**src/verilog/fifo_pkg.sv**
```systemverilog
package fifo_pkg;

   // --------------------
   // sizes
   // --------------------
   localparam int DATA_W         = 80;                 // stored word width
   localparam int ADDR_W         = 6;                  // pointer width
   localparam int DEPTH          = 1 << ADDR_W;        // ram entries, 64
   localparam int COUNT_W        = ADDR_W + 1;         // count must reach DEPTH
   localparam int FULL_THRESHOLD = 56;                 // full rises at or above this count

   // parity, one even bit per slice, last slice may be short
   localparam int PARITY_SLICE   = 32;
   localparam int PARITY_W       = (DATA_W + PARITY_SLICE - 1) / PARITY_SLICE;

   // --------------------
   // types
   // --------------------
   typedef logic [DATA_W-1:0]   data_t;
   typedef logic [ADDR_W-1:0]   addr_t;
   typedef logic [COUNT_W-1:0]  count_t;
   typedef logic [PARITY_W-1:0] parity_t;

   // occupancy class, tells the bypass stage where the second word lives
   typedef enum logic [1:0]
   {
      OCC_EMPTY = 2'd0,   // nothing stored
      OCC_ONE   = 2'd1,   // head only, sits in dout
      OCC_TWO   = 2'd2,   // head in dout, second word in din_q
      OCC_MORE  = 2'd3    // second word comes from the ram
   } occ_t;

endpackage

```
**src/verilog/fifo_ram_if.sv**
```systemverilog
`timescale 1ns/1ns

// bundle between the fifo controller and the storage ram
interface fifo_ram_if;

   // --------------------
   // write side
   // --------------------
   fifo_pkg::data_t wdata;     // word to store
   fifo_pkg::addr_t waddr;     // write pointer
   logic            we;        // accepted write

   // --------------------
   // read side
   // --------------------
   fifo_pkg::addr_t raddr;     // next read pointer, captured by the ram
   fifo_pkg::data_t rdata;     // valid the cycle after raddr
   logic            perr_raw;  // parity mismatch on rdata, unmasked

   modport ctrl
   (
      output wdata, waddr, we, raddr,
      input  rdata, perr_raw
   );

   modport ram
   (
      input  wdata, waddr, we, raddr,
      output rdata, perr_raw
   );

endinterface

```
**src/verilog/fifo_ctrl.sv**
```systemverilog
`timescale 1ns/1ns

// pointers, occupancy and status for the bypass fifo
module fifo_ctrl
(
   input  logic              clk,
   input  logic              reset,
   input  fifo_pkg::data_t   din,
   input  logic              wen,
   input  logic              ren,
   fifo_ram_if.ctrl          ram,
   output logic              do_write,    // accepted write strobe
   output logic              do_read,     // accepted read strobe
   output fifo_pkg::occ_t    occ,         // class of the current count
   output logic              not_empty,
   output fifo_pkg::count_t  count,
   output logic              full,
   output logic              err,
   output logic              perr
);

   fifo_pkg::addr_t  w_ptr;        // next entry to write
   fifo_pkg::addr_t  r_ptr;        // one ahead of the head word
   fifo_pkg::addr_t  r_ptr_nxt;
   fifo_pkg::count_t count_nxt;
   fifo_pkg::occ_t   occ_nxt;
   logic             can_write;
   logic             refused;      // overflow or underflow this cycle
   logic             ram_rd_en;    // this read takes its word from the ram

   // --------------------
   // strobe qualification
   // --------------------
   assign can_write = count < fifo_pkg::count_t'(fifo_pkg::DEPTH);
   assign do_write  = wen & can_write;
   assign do_read   = ren & not_empty;    // not_empty is registered, no loop
   assign refused   = (wen & ~can_write) | (ren & ~not_empty);

   // only the deep case loads dout from rdata
   assign ram_rd_en = do_read & (occ == fifo_pkg::OCC_MORE);

   // --------------------
   // next state
   // --------------------
   assign r_ptr_nxt = r_ptr + fifo_pkg::addr_t'(do_read);
   assign count_nxt = count + fifo_pkg::count_t'(do_write) - fifo_pkg::count_t'(do_read);

   always_comb
   begin
      if (count_nxt == '0)
         occ_nxt = fifo_pkg::OCC_EMPTY;
      else if (count_nxt == fifo_pkg::count_t'(1))
         occ_nxt = fifo_pkg::OCC_ONE;
      else if (count_nxt == fifo_pkg::count_t'(2))
         occ_nxt = fifo_pkg::OCC_TWO;
      else
         occ_nxt = fifo_pkg::OCC_MORE;   // second word is in the ram by now
   end

   // --------------------
   // ram side
   // --------------------
   assign ram.wdata = din;
   assign ram.waddr = w_ptr;
   assign ram.we    = do_write;     // every accepted word goes to the ram
   assign ram.raddr = r_ptr_nxt;    // prefetch the word behind the head

   // --------------------
   // registers
   // --------------------
   always_ff @(posedge clk)
   begin
      if (reset)
      begin
         w_ptr     <= '0;
         r_ptr     <= fifo_pkg::addr_t'(1);   // head is entry 0, ram reads entry 1
         count     <= '0;
         occ       <= fifo_pkg::OCC_EMPTY;
         not_empty <= 1'b0;
         full      <= 1'b0;
         err       <= 1'b0;
         perr      <= 1'b0;
      end
      else
      begin
         if (do_write)
            w_ptr <= w_ptr + fifo_pkg::addr_t'(1);
         r_ptr     <= r_ptr_nxt;
         count     <= count_nxt;
         occ       <= occ_nxt;                   // replaces separate lt/gt flags
         not_empty <= count_nxt != '0;
         full      <= count_nxt >= fifo_pkg::count_t'(fifo_pkg::FULL_THRESHOLD);
         err       <= refused;                   // single cycle pulse
         // rdata belongs to this read, so the mismatch is judged now
         perr      <= ram.perr_raw & ram_rd_en;
      end
   end

endmodule

```
**src/flat_wrapper.sv**
```systemverilog
// flat-port wrapper written by rule: the top's interface ports become plain ports
module fifo_ctrl_flat 
  (clk, reset, din, wen, ren, do_write, do_read, occ, not_empty, count, full, err, perr, ram_wdata, ram_waddr, ram_we, ram_raddr, ram_rdata, ram_perr_raw);
  fifo_ram_if ram_i ();
  input  logic clk;
  input  logic reset;
  input  fifo_pkg::data_t din;
  input  logic wen;
  input  logic ren;
  output logic do_write;
  output logic do_read;
  output fifo_pkg::occ_t occ;
  output logic not_empty;
  output fifo_pkg::count_t count;
  output logic full;
  output logic err;
  output logic perr;
  output wire logic [$bits(ram_i.wdata)-1:0] ram_wdata;
  output wire logic [$bits(ram_i.waddr)-1:0] ram_waddr;
  output wire logic [$bits(ram_i.we)-1:0] ram_we;
  output wire logic [$bits(ram_i.raddr)-1:0] ram_raddr;
  input wire logic [$bits(ram_i.rdata)-1:0] ram_rdata;
  input wire logic [$bits(ram_i.perr_raw)-1:0] ram_perr_raw;
  assign ram_wdata = ram_i.wdata;
  assign ram_waddr = ram_i.waddr;
  assign ram_we = ram_i.we;
  assign ram_raddr = ram_i.raddr;
  assign ram_i.rdata = ram_rdata;
  assign ram_i.perr_raw = ram_perr_raw;
  fifo_ctrl u_core (.clk(clk), .reset(reset), .din(din), .wen(wen), .ren(ren), .ram(ram_i), .do_write(do_write), .do_read(do_read), .occ(occ), .not_empty(not_empty), .count(count), .full(full), .err(err), .perr(perr));
endmodule
```
**config.mk**
```make
export PLATFORM = sky130hd
export DESIGN_NAME = fifo_ctrl_flat
export DESIGN_NICKNAME = d
export VERILOG_FILES = /design/src/verilog/fifo_pkg.sv /design/src/verilog/fifo_ram_if.sv /design/src/verilog/fifo_ctrl.sv /design/src/flat_wrapper.sv
export SDC_FILE = /design/constraint.sdc
export NUM_CORES = 1
export LEC_CHECK = 0
export BUFFER_PORTS_ARGS = -buffer_cell sky130_fd_sc_hd__buf_2
export CORE_AREA = 5 5 102 104
export DETAILED_ROUTE_END_ITERATION = 8
export DIE_AREA = 0 0 107 109
export PLACE_DENSITY = 0.61
export SETUP_SLACK_MARGIN = 0.15
export SKIP_CTS_REPAIR_TIMING = 1
export SYNTH_ARGS = -nofsm -noshare
export SYNTH_HDL_FRONTEND = slang
export SYNTH_SLANG_ARGS = --single-unit
```
**constraint.sdc**
```tcl
create_clock -name clk -period 4.7 [get_ports clk]
set_input_delay 0.94 -clock clk [delete_from_list [all_inputs] [get_ports clk]]
set_output_delay 0.94 -clock clk [all_outputs]
set_load 0.1 [all_outputs]
```
## Yosys cells after proc, flatten, opt, wreduce, memory -nomap -nowiden

Index checks and enable logic that the tools add are counted.

| word-level totals | value |
|---|---|
| flip-flop bits (word level) | 25 |
| word-level logic and storage cells | 33 |
| output and inout bits | 108 |
| bits of input ports | 165 |

| operators by class | value |
|---|---|
| reduce and logical (&&, ||, !) cells | 4 |
| equal/unequal tests | 3 |
| bitwise gates (word level) | 9 |
| add/sub/neg operators | 4 |
| order comparisons | 2 |
| muxes and demuxes | 2 |

Operators with widths:

| operator | number |
|---|---|
| adder 7 x 1 -> 7 bit | 1 |
| equality test 7 x 1 -> 1 bit, second input constant | 1 |
| equality test 7 x 2 -> 1 bit, second input constant | 1 |
| greater-or-equal comparator 7 x 6 -> 1 bit, second input constant | 1 |
| zero test 7 bit | 1 |
| < comparator 7 bit, second input constant | 1 |
| nonzero test 7 bit | 1 |
| subtractor 7 x 1 -> 7 bit | 1 |
| adder 6 x 1 -> 6 bit | 1 |
| adder 6 x 1 -> 6 bit, second input constant | 1 |
| AND 1 bit | 6 |
| OR reduction 3 bit | 1 |
| equality test 2 bit, second input constant | 1 |
| 2-to-1 mux 1 bit | 2 |
| inverter 1 bit | 2 |
| OR reduction 2 bit | 1 |
| bitwise OR 1 bit | 1 |

## Depth between registers and ports, before layout

| depth | value |
|---|---|
| depth in word-level cells | 7 |
| depth in mapped cells | 12 |

## Worst setup path before layout

Ideal clock, no wire load.

| path | value |
|---|---|
| kind | input -> register |
| start point | input wen |
| end point | register u_core.occ[0] |
| setup time | 142 ps |
| stages on the path | 12 |
| setup slack | 487 ps |
| arrival time | 4071 ps |
| buffers on the path | 1 |
| cell sequence | nor2b_1 clkbuf_1 or2_2 nand2_1 ha_1 inv_1 fa_1 nor2b_4 o21a_1 or4b_4 a311oi_2 a41oi_1 |

| on the way | value |
|---|---|
| cells in the longest elaborated chain, start to end | 6 |
| elaborated cells on any way between the ends | 9 |
| classes of those cells | add/sub (2); eq/ne (2); mux (2); bitwise (1); reduce/logical (2) |

Ends and longest elaborated chain:

| item | RTL line | RTL |
|---|---|---|
| start: declaration | flat_wrapper.sv:8 | `input logic wen;` |
| AND 1 bit (*) | fifo_ctrl.sv:35 | `assign do_write = wen & can_write;` |
| via do_write | flat_wrapper.sv:10 | `output logic do_write;` |
| adder 7 x 1 -> 7 bit (*) | fifo_ctrl.sv:46 | `assign count_nxt = count + fifo_pkg::count_t'(do_write) - fifo_pkg::count_t'(do_read);` |
| subtractor 7 x 1 -> 7 bit (*) | fifo_ctrl.sv:46 |  |
| equality test 7 x 2 -> 1 bit | fifo_ctrl.sv:54 | `else if (count_nxt == fifo_pkg::count_t'(2))` |
| 2-to-1 mux 1 bit | fifo_ctrl.sv:54 |  |
| 2-to-1 mux 1 bit | fifo_ctrl.sv:52 | `else if (count_nxt == fifo_pkg::count_t'(1))` |
| end signal: assignment | fifo_ctrl.sv:78 | `occ <= fifo_pkg::OCC_EMPTY;` |
| end signal: assignment | fifo_ctrl.sv:90 | `occ <= occ_nxt;` |
| end: declaration | fifo_ctrl.sv:14 | `output fifo_pkg::occ_t occ,` |

Mark *: on every way through the listed nets, which the timed path passes. The rest lies on a longest branch.
A chain may end at the register's enable or synchronous reset.

## Worst setup path after layout

| path | value |
|---|---|
| start point | input wen |
| end point | register u_core.occ[0] |

| on the way | value |
|---|---|
| cells in the longest elaborated chain, start to end | 6 |
| elaborated cells on any way between the ends | 9 |
| classes of those cells | add/sub (2); eq/ne (2); mux (2); bitwise (1); reduce/logical (2) |

Ends and longest elaborated chain:

| item | RTL line |
|---|---|
| AND 1 bit (*) | fifo_ctrl.sv:35 |
| adder 7 x 1 -> 7 bit (*) | fifo_ctrl.sv:46 |
| subtractor 7 x 1 -> 7 bit (*) | fifo_ctrl.sv:46 |
| equality test 7 x 2 -> 1 bit | fifo_ctrl.sv:54 |
| 2-to-1 mux 1 bit | fifo_ctrl.sv:54 |
| 2-to-1 mux 1 bit | fifo_ctrl.sv:52 |

Mark *: on every way between the ends. The rest lies on a longest branch, timed or not.

==> impl_metrics.json <==
{
  "cts_max_level": 1,
  "dieArea_sq_um": 11700,
  "grt.overflow.total": 0,
  "final_layout_size_suffix_gt1_share_pct": 27.0,
  "stdcell_count": 277,
  "hold_violations": 0,
  "cts_sinks": 25,
  "yosysWarningCount": 0,
  "peakVddDrop_v": 0.000273,
  "power.density_nw_per_um2": 848,
  "viasPerCell": 3.88,
  "clock_skew_ns": 0.00602,
  "arrival_ns": 3.33,
  "whs_ns": 0.489,
  "outcome": "completed",
  "drc": 0,
  "fin_crit_ns": 3.20,
  "dp_hpwl_microns": 2580,
  "leakagePower_uw": 0.000699,
  "coreArea_sq_um": 9460,
  "drv_cap": 0,
  "hold_class": "flop to flop",
  "tightestPinTransition_ns": 0.509,
  "final_util_pct": 16.4,
  "synth_fp_nets": 384,
  "die_w_microns": 107,
  "io_pins": 273,
  "fmax_mhz": 313,
  "row_count": 36,
  "yosysSeqAreaShare_pct": 27.6,
  "vias": 1074,
  "fin_tns_setup_ns": 0,
  "gp_congestion": 0.796,
  "grt_pass1_vias": 1056,
  "antenna_left": 0,
  "slew_violations": 0,
  "fin_crit_sh_pct": 68.1,
  "antenna_found_initial": 0,
  "placed_cell_area_sq_um": 1510,
  "die_h_microns": 109,
  "synth_cells": 210,
  "cts_root_buffer": "clkbuf_8",
  "syn2layout_area_growth_pct": -14.3,
  "grt_first_pass_wirelength_microns": 5140,
  "routed_wl_microns": 3290,
  "fin_nets": 338,
  "cts_made_buffers": 3,
  "place_inst": 273,
  "required_ns": 4.83,
  "initial_core_util_pct": 19.2,
  "rsz0062_at_grt": "false",
  "grt_usage_pct": 5.61,
  "synthDistinctLibCells": 38,
  "grt_max_degree": 27,
  "rr_worst_depth": 12,
  "diodes": 0,
  "start_kind": "input pin",
  "ctsLongestPathBuffers": 2,
  "ys_ff_latch": 25,
  "avgSynthCellArea_sq_um": 8.64,
  "first_iter_violations": 60,
  "setup_viol": 0,
  "hold_depth": 2,
  "numPortBuffers": 32,
  "clkTransAtPathRegs_ns": 0.10,
  "worstSetupEndpointType": "flop",
  "max-slew-margin-rel_pct": 66.3,
  "syn_area_sq_um": 1810,
  "final_area_sq_um": 1560,
  "first_pass_iters": 4,
  "worstPathMaxFanout": 9,
  "insertion_delay_ns": 0.27,
  "wl_per_cell_microns": 11.9,
  "cts_tree": "built",
  "crit_type": "input pin to flop"
}
worst max-delay path: stages:
cell      delay [ns]
buf_2           0.09
nor2b_1         0.16
buf_4           0.19
or2_2           0.14
nand2_1         0.05
ha_1            0.19
inv_1           0.07
fa_1            0.24
nor2b_4         0.06
o21a_1          0.19
or4b_4          0.48
a311oi_2        0.34
a41oi_1         0.16
cells in the mapped netlist:
cell type / count / area [sq um]
a211oi_1: 1 / 7.51
a21oi_1: 3 / 15.0
a22o_1: 1 / 8.76
a311oi_2: 1 / 15.0
a31o_2: 1 / 8.76
a31oi_1: 1 / 6.26
a41oi_1: 2 / 17.5
and2_1: 1 / 6.26
and3_1: 3 / 18.8
buf_4: 81 / 608
clkbuf_1: 3 / 11.3
dfxtp_1: 25 / 500
fa_1: 1 / 20.0
ha_1: 8 / 100
inv_1: 9 / 33.8
mux2i_1: 1 / 10.0
nand2_1: 6 / 22.5
nand2b_1: 1 / 6.26
nand3_1: 2 / 10.0
nand4_1: 3 / 18.8
nand4b_1: 1 / 8.76
nor2_1: 15 / 56.3
nor2b_1: 6 / 37.5
nor2b_4: 1 / 13.8
nor3_1: 2 / 10.0
nor3b_1: 1 / 7.51
o21a_1: 3 / 22.5
o21ai_0: 4 / 20.0
o21bai_1: 1 / 7.51
o22ai_1: 1 / 6.26
o31a_2: 1 / 10.0
o32ai_1: 1 / 8.76
or2_2: 2 / 12.5
or3_1: 2 / 12.5
or4_1: 1 / 7.51
or4b_4: 1 / 13.8
xnor2_1: 5 / 43.8
xor2_1: 8 / 70.1
worst paths after layout:
check	startpoint	endpoint	slack (ns)
max	wen	u_core.occ[0]$_SDFF_PP0_	1.50
min	u_core.occ[1]$_SDFF_PP0_	u_core.perr$_SDFF_PP0_	0.49
max reg2reg	u_core.count[6]$_SDFF_PP0_	u_core.occ[0]$_SDFF_PP0_	1.91
min reg2reg	u_core.occ[1]$_SDFF_PP0_	u_core.perr$_SDFF_PP0_	0.49
stage by stage:
| stage | setup slack, ns | total power (uW) |
|---|---|---|
| after floorplan | 0.487 | 1380 |
| after global placement | 1.20 | 1180 |
| after CTS | 1.46 | 1340 |
| after detailed placement | 1.17 | 1190 |
| final | 1.50 | 1320 |
| after global routing | 1.33 | 1420 |
area by class of cell:
cell class	instances	area (sq um)
multi-input cells	92	661
well taps	114	143
clock buffers	3	41.3
inverters	9	33.8
clock inverters	1	8.76
fillers	1066	7900
flip-flops and latches	25	500
repair buffers	33	168
layer usage:
metal	part of all wire [%]	vias up	track usage, %
met5	0	-	0
met2	41	43	8.14
met4	3.5	0	4.57
met3	13	18	2.90
met1	42	501	6.11
li1	-	512	-
kinds of logic (layout without fill, tap and decap cells):
family	Yosys count	after routing	share of synthesized area, %
compound gates	21	21	8.48
xor+xnor	13	13	6.28
fa+ha+maj	9	9	6.62
buf+inv	93	46	36.0
flops	25	25	27.6
mux	1	1	0.552
simple gates	48	48	14.5
sequential cells by signal, indices dropped and copies added, names as in the netlist:
| signal | cells |
|---|---|
| u_core.perr | 1 |
| u_core.r_ptr | 6 |
| u_core.count | 7 |
| u_core.err | 1 |
| u_core.full | 1 |
| u_core.ram.waddr | 6 |
| u_core.occ | 2 |
| u_core.not_empty | 1 |
cell usage in the layout (no fill, tap or decap), types with 3 or more instances in the layout:
master / instances
o21ai_0: 4
nor2_1: 15
nand4_1: 3
nor2b_1: 6
nand2_1: 6
ha_1: 8
dfxtp_1: 25
and3_1: 3
inv_1: 9
xor2_1: 8
o21a_1: 3
buf_2: 32
clkbuf_8: 3
xnor2_1: 5
a21oi_1: 3
report_power, final:
part           total [uW]  switching, uW  internal [uW]  leakage [uW]
Combinational         888            651            238      0.000467
Clock                 137           75.0           62.1     0.0000261
Sequential            294           35.5            259      0.000206
Total                1320            761            558      0.000699
Power figures use the tool's default switching activity.
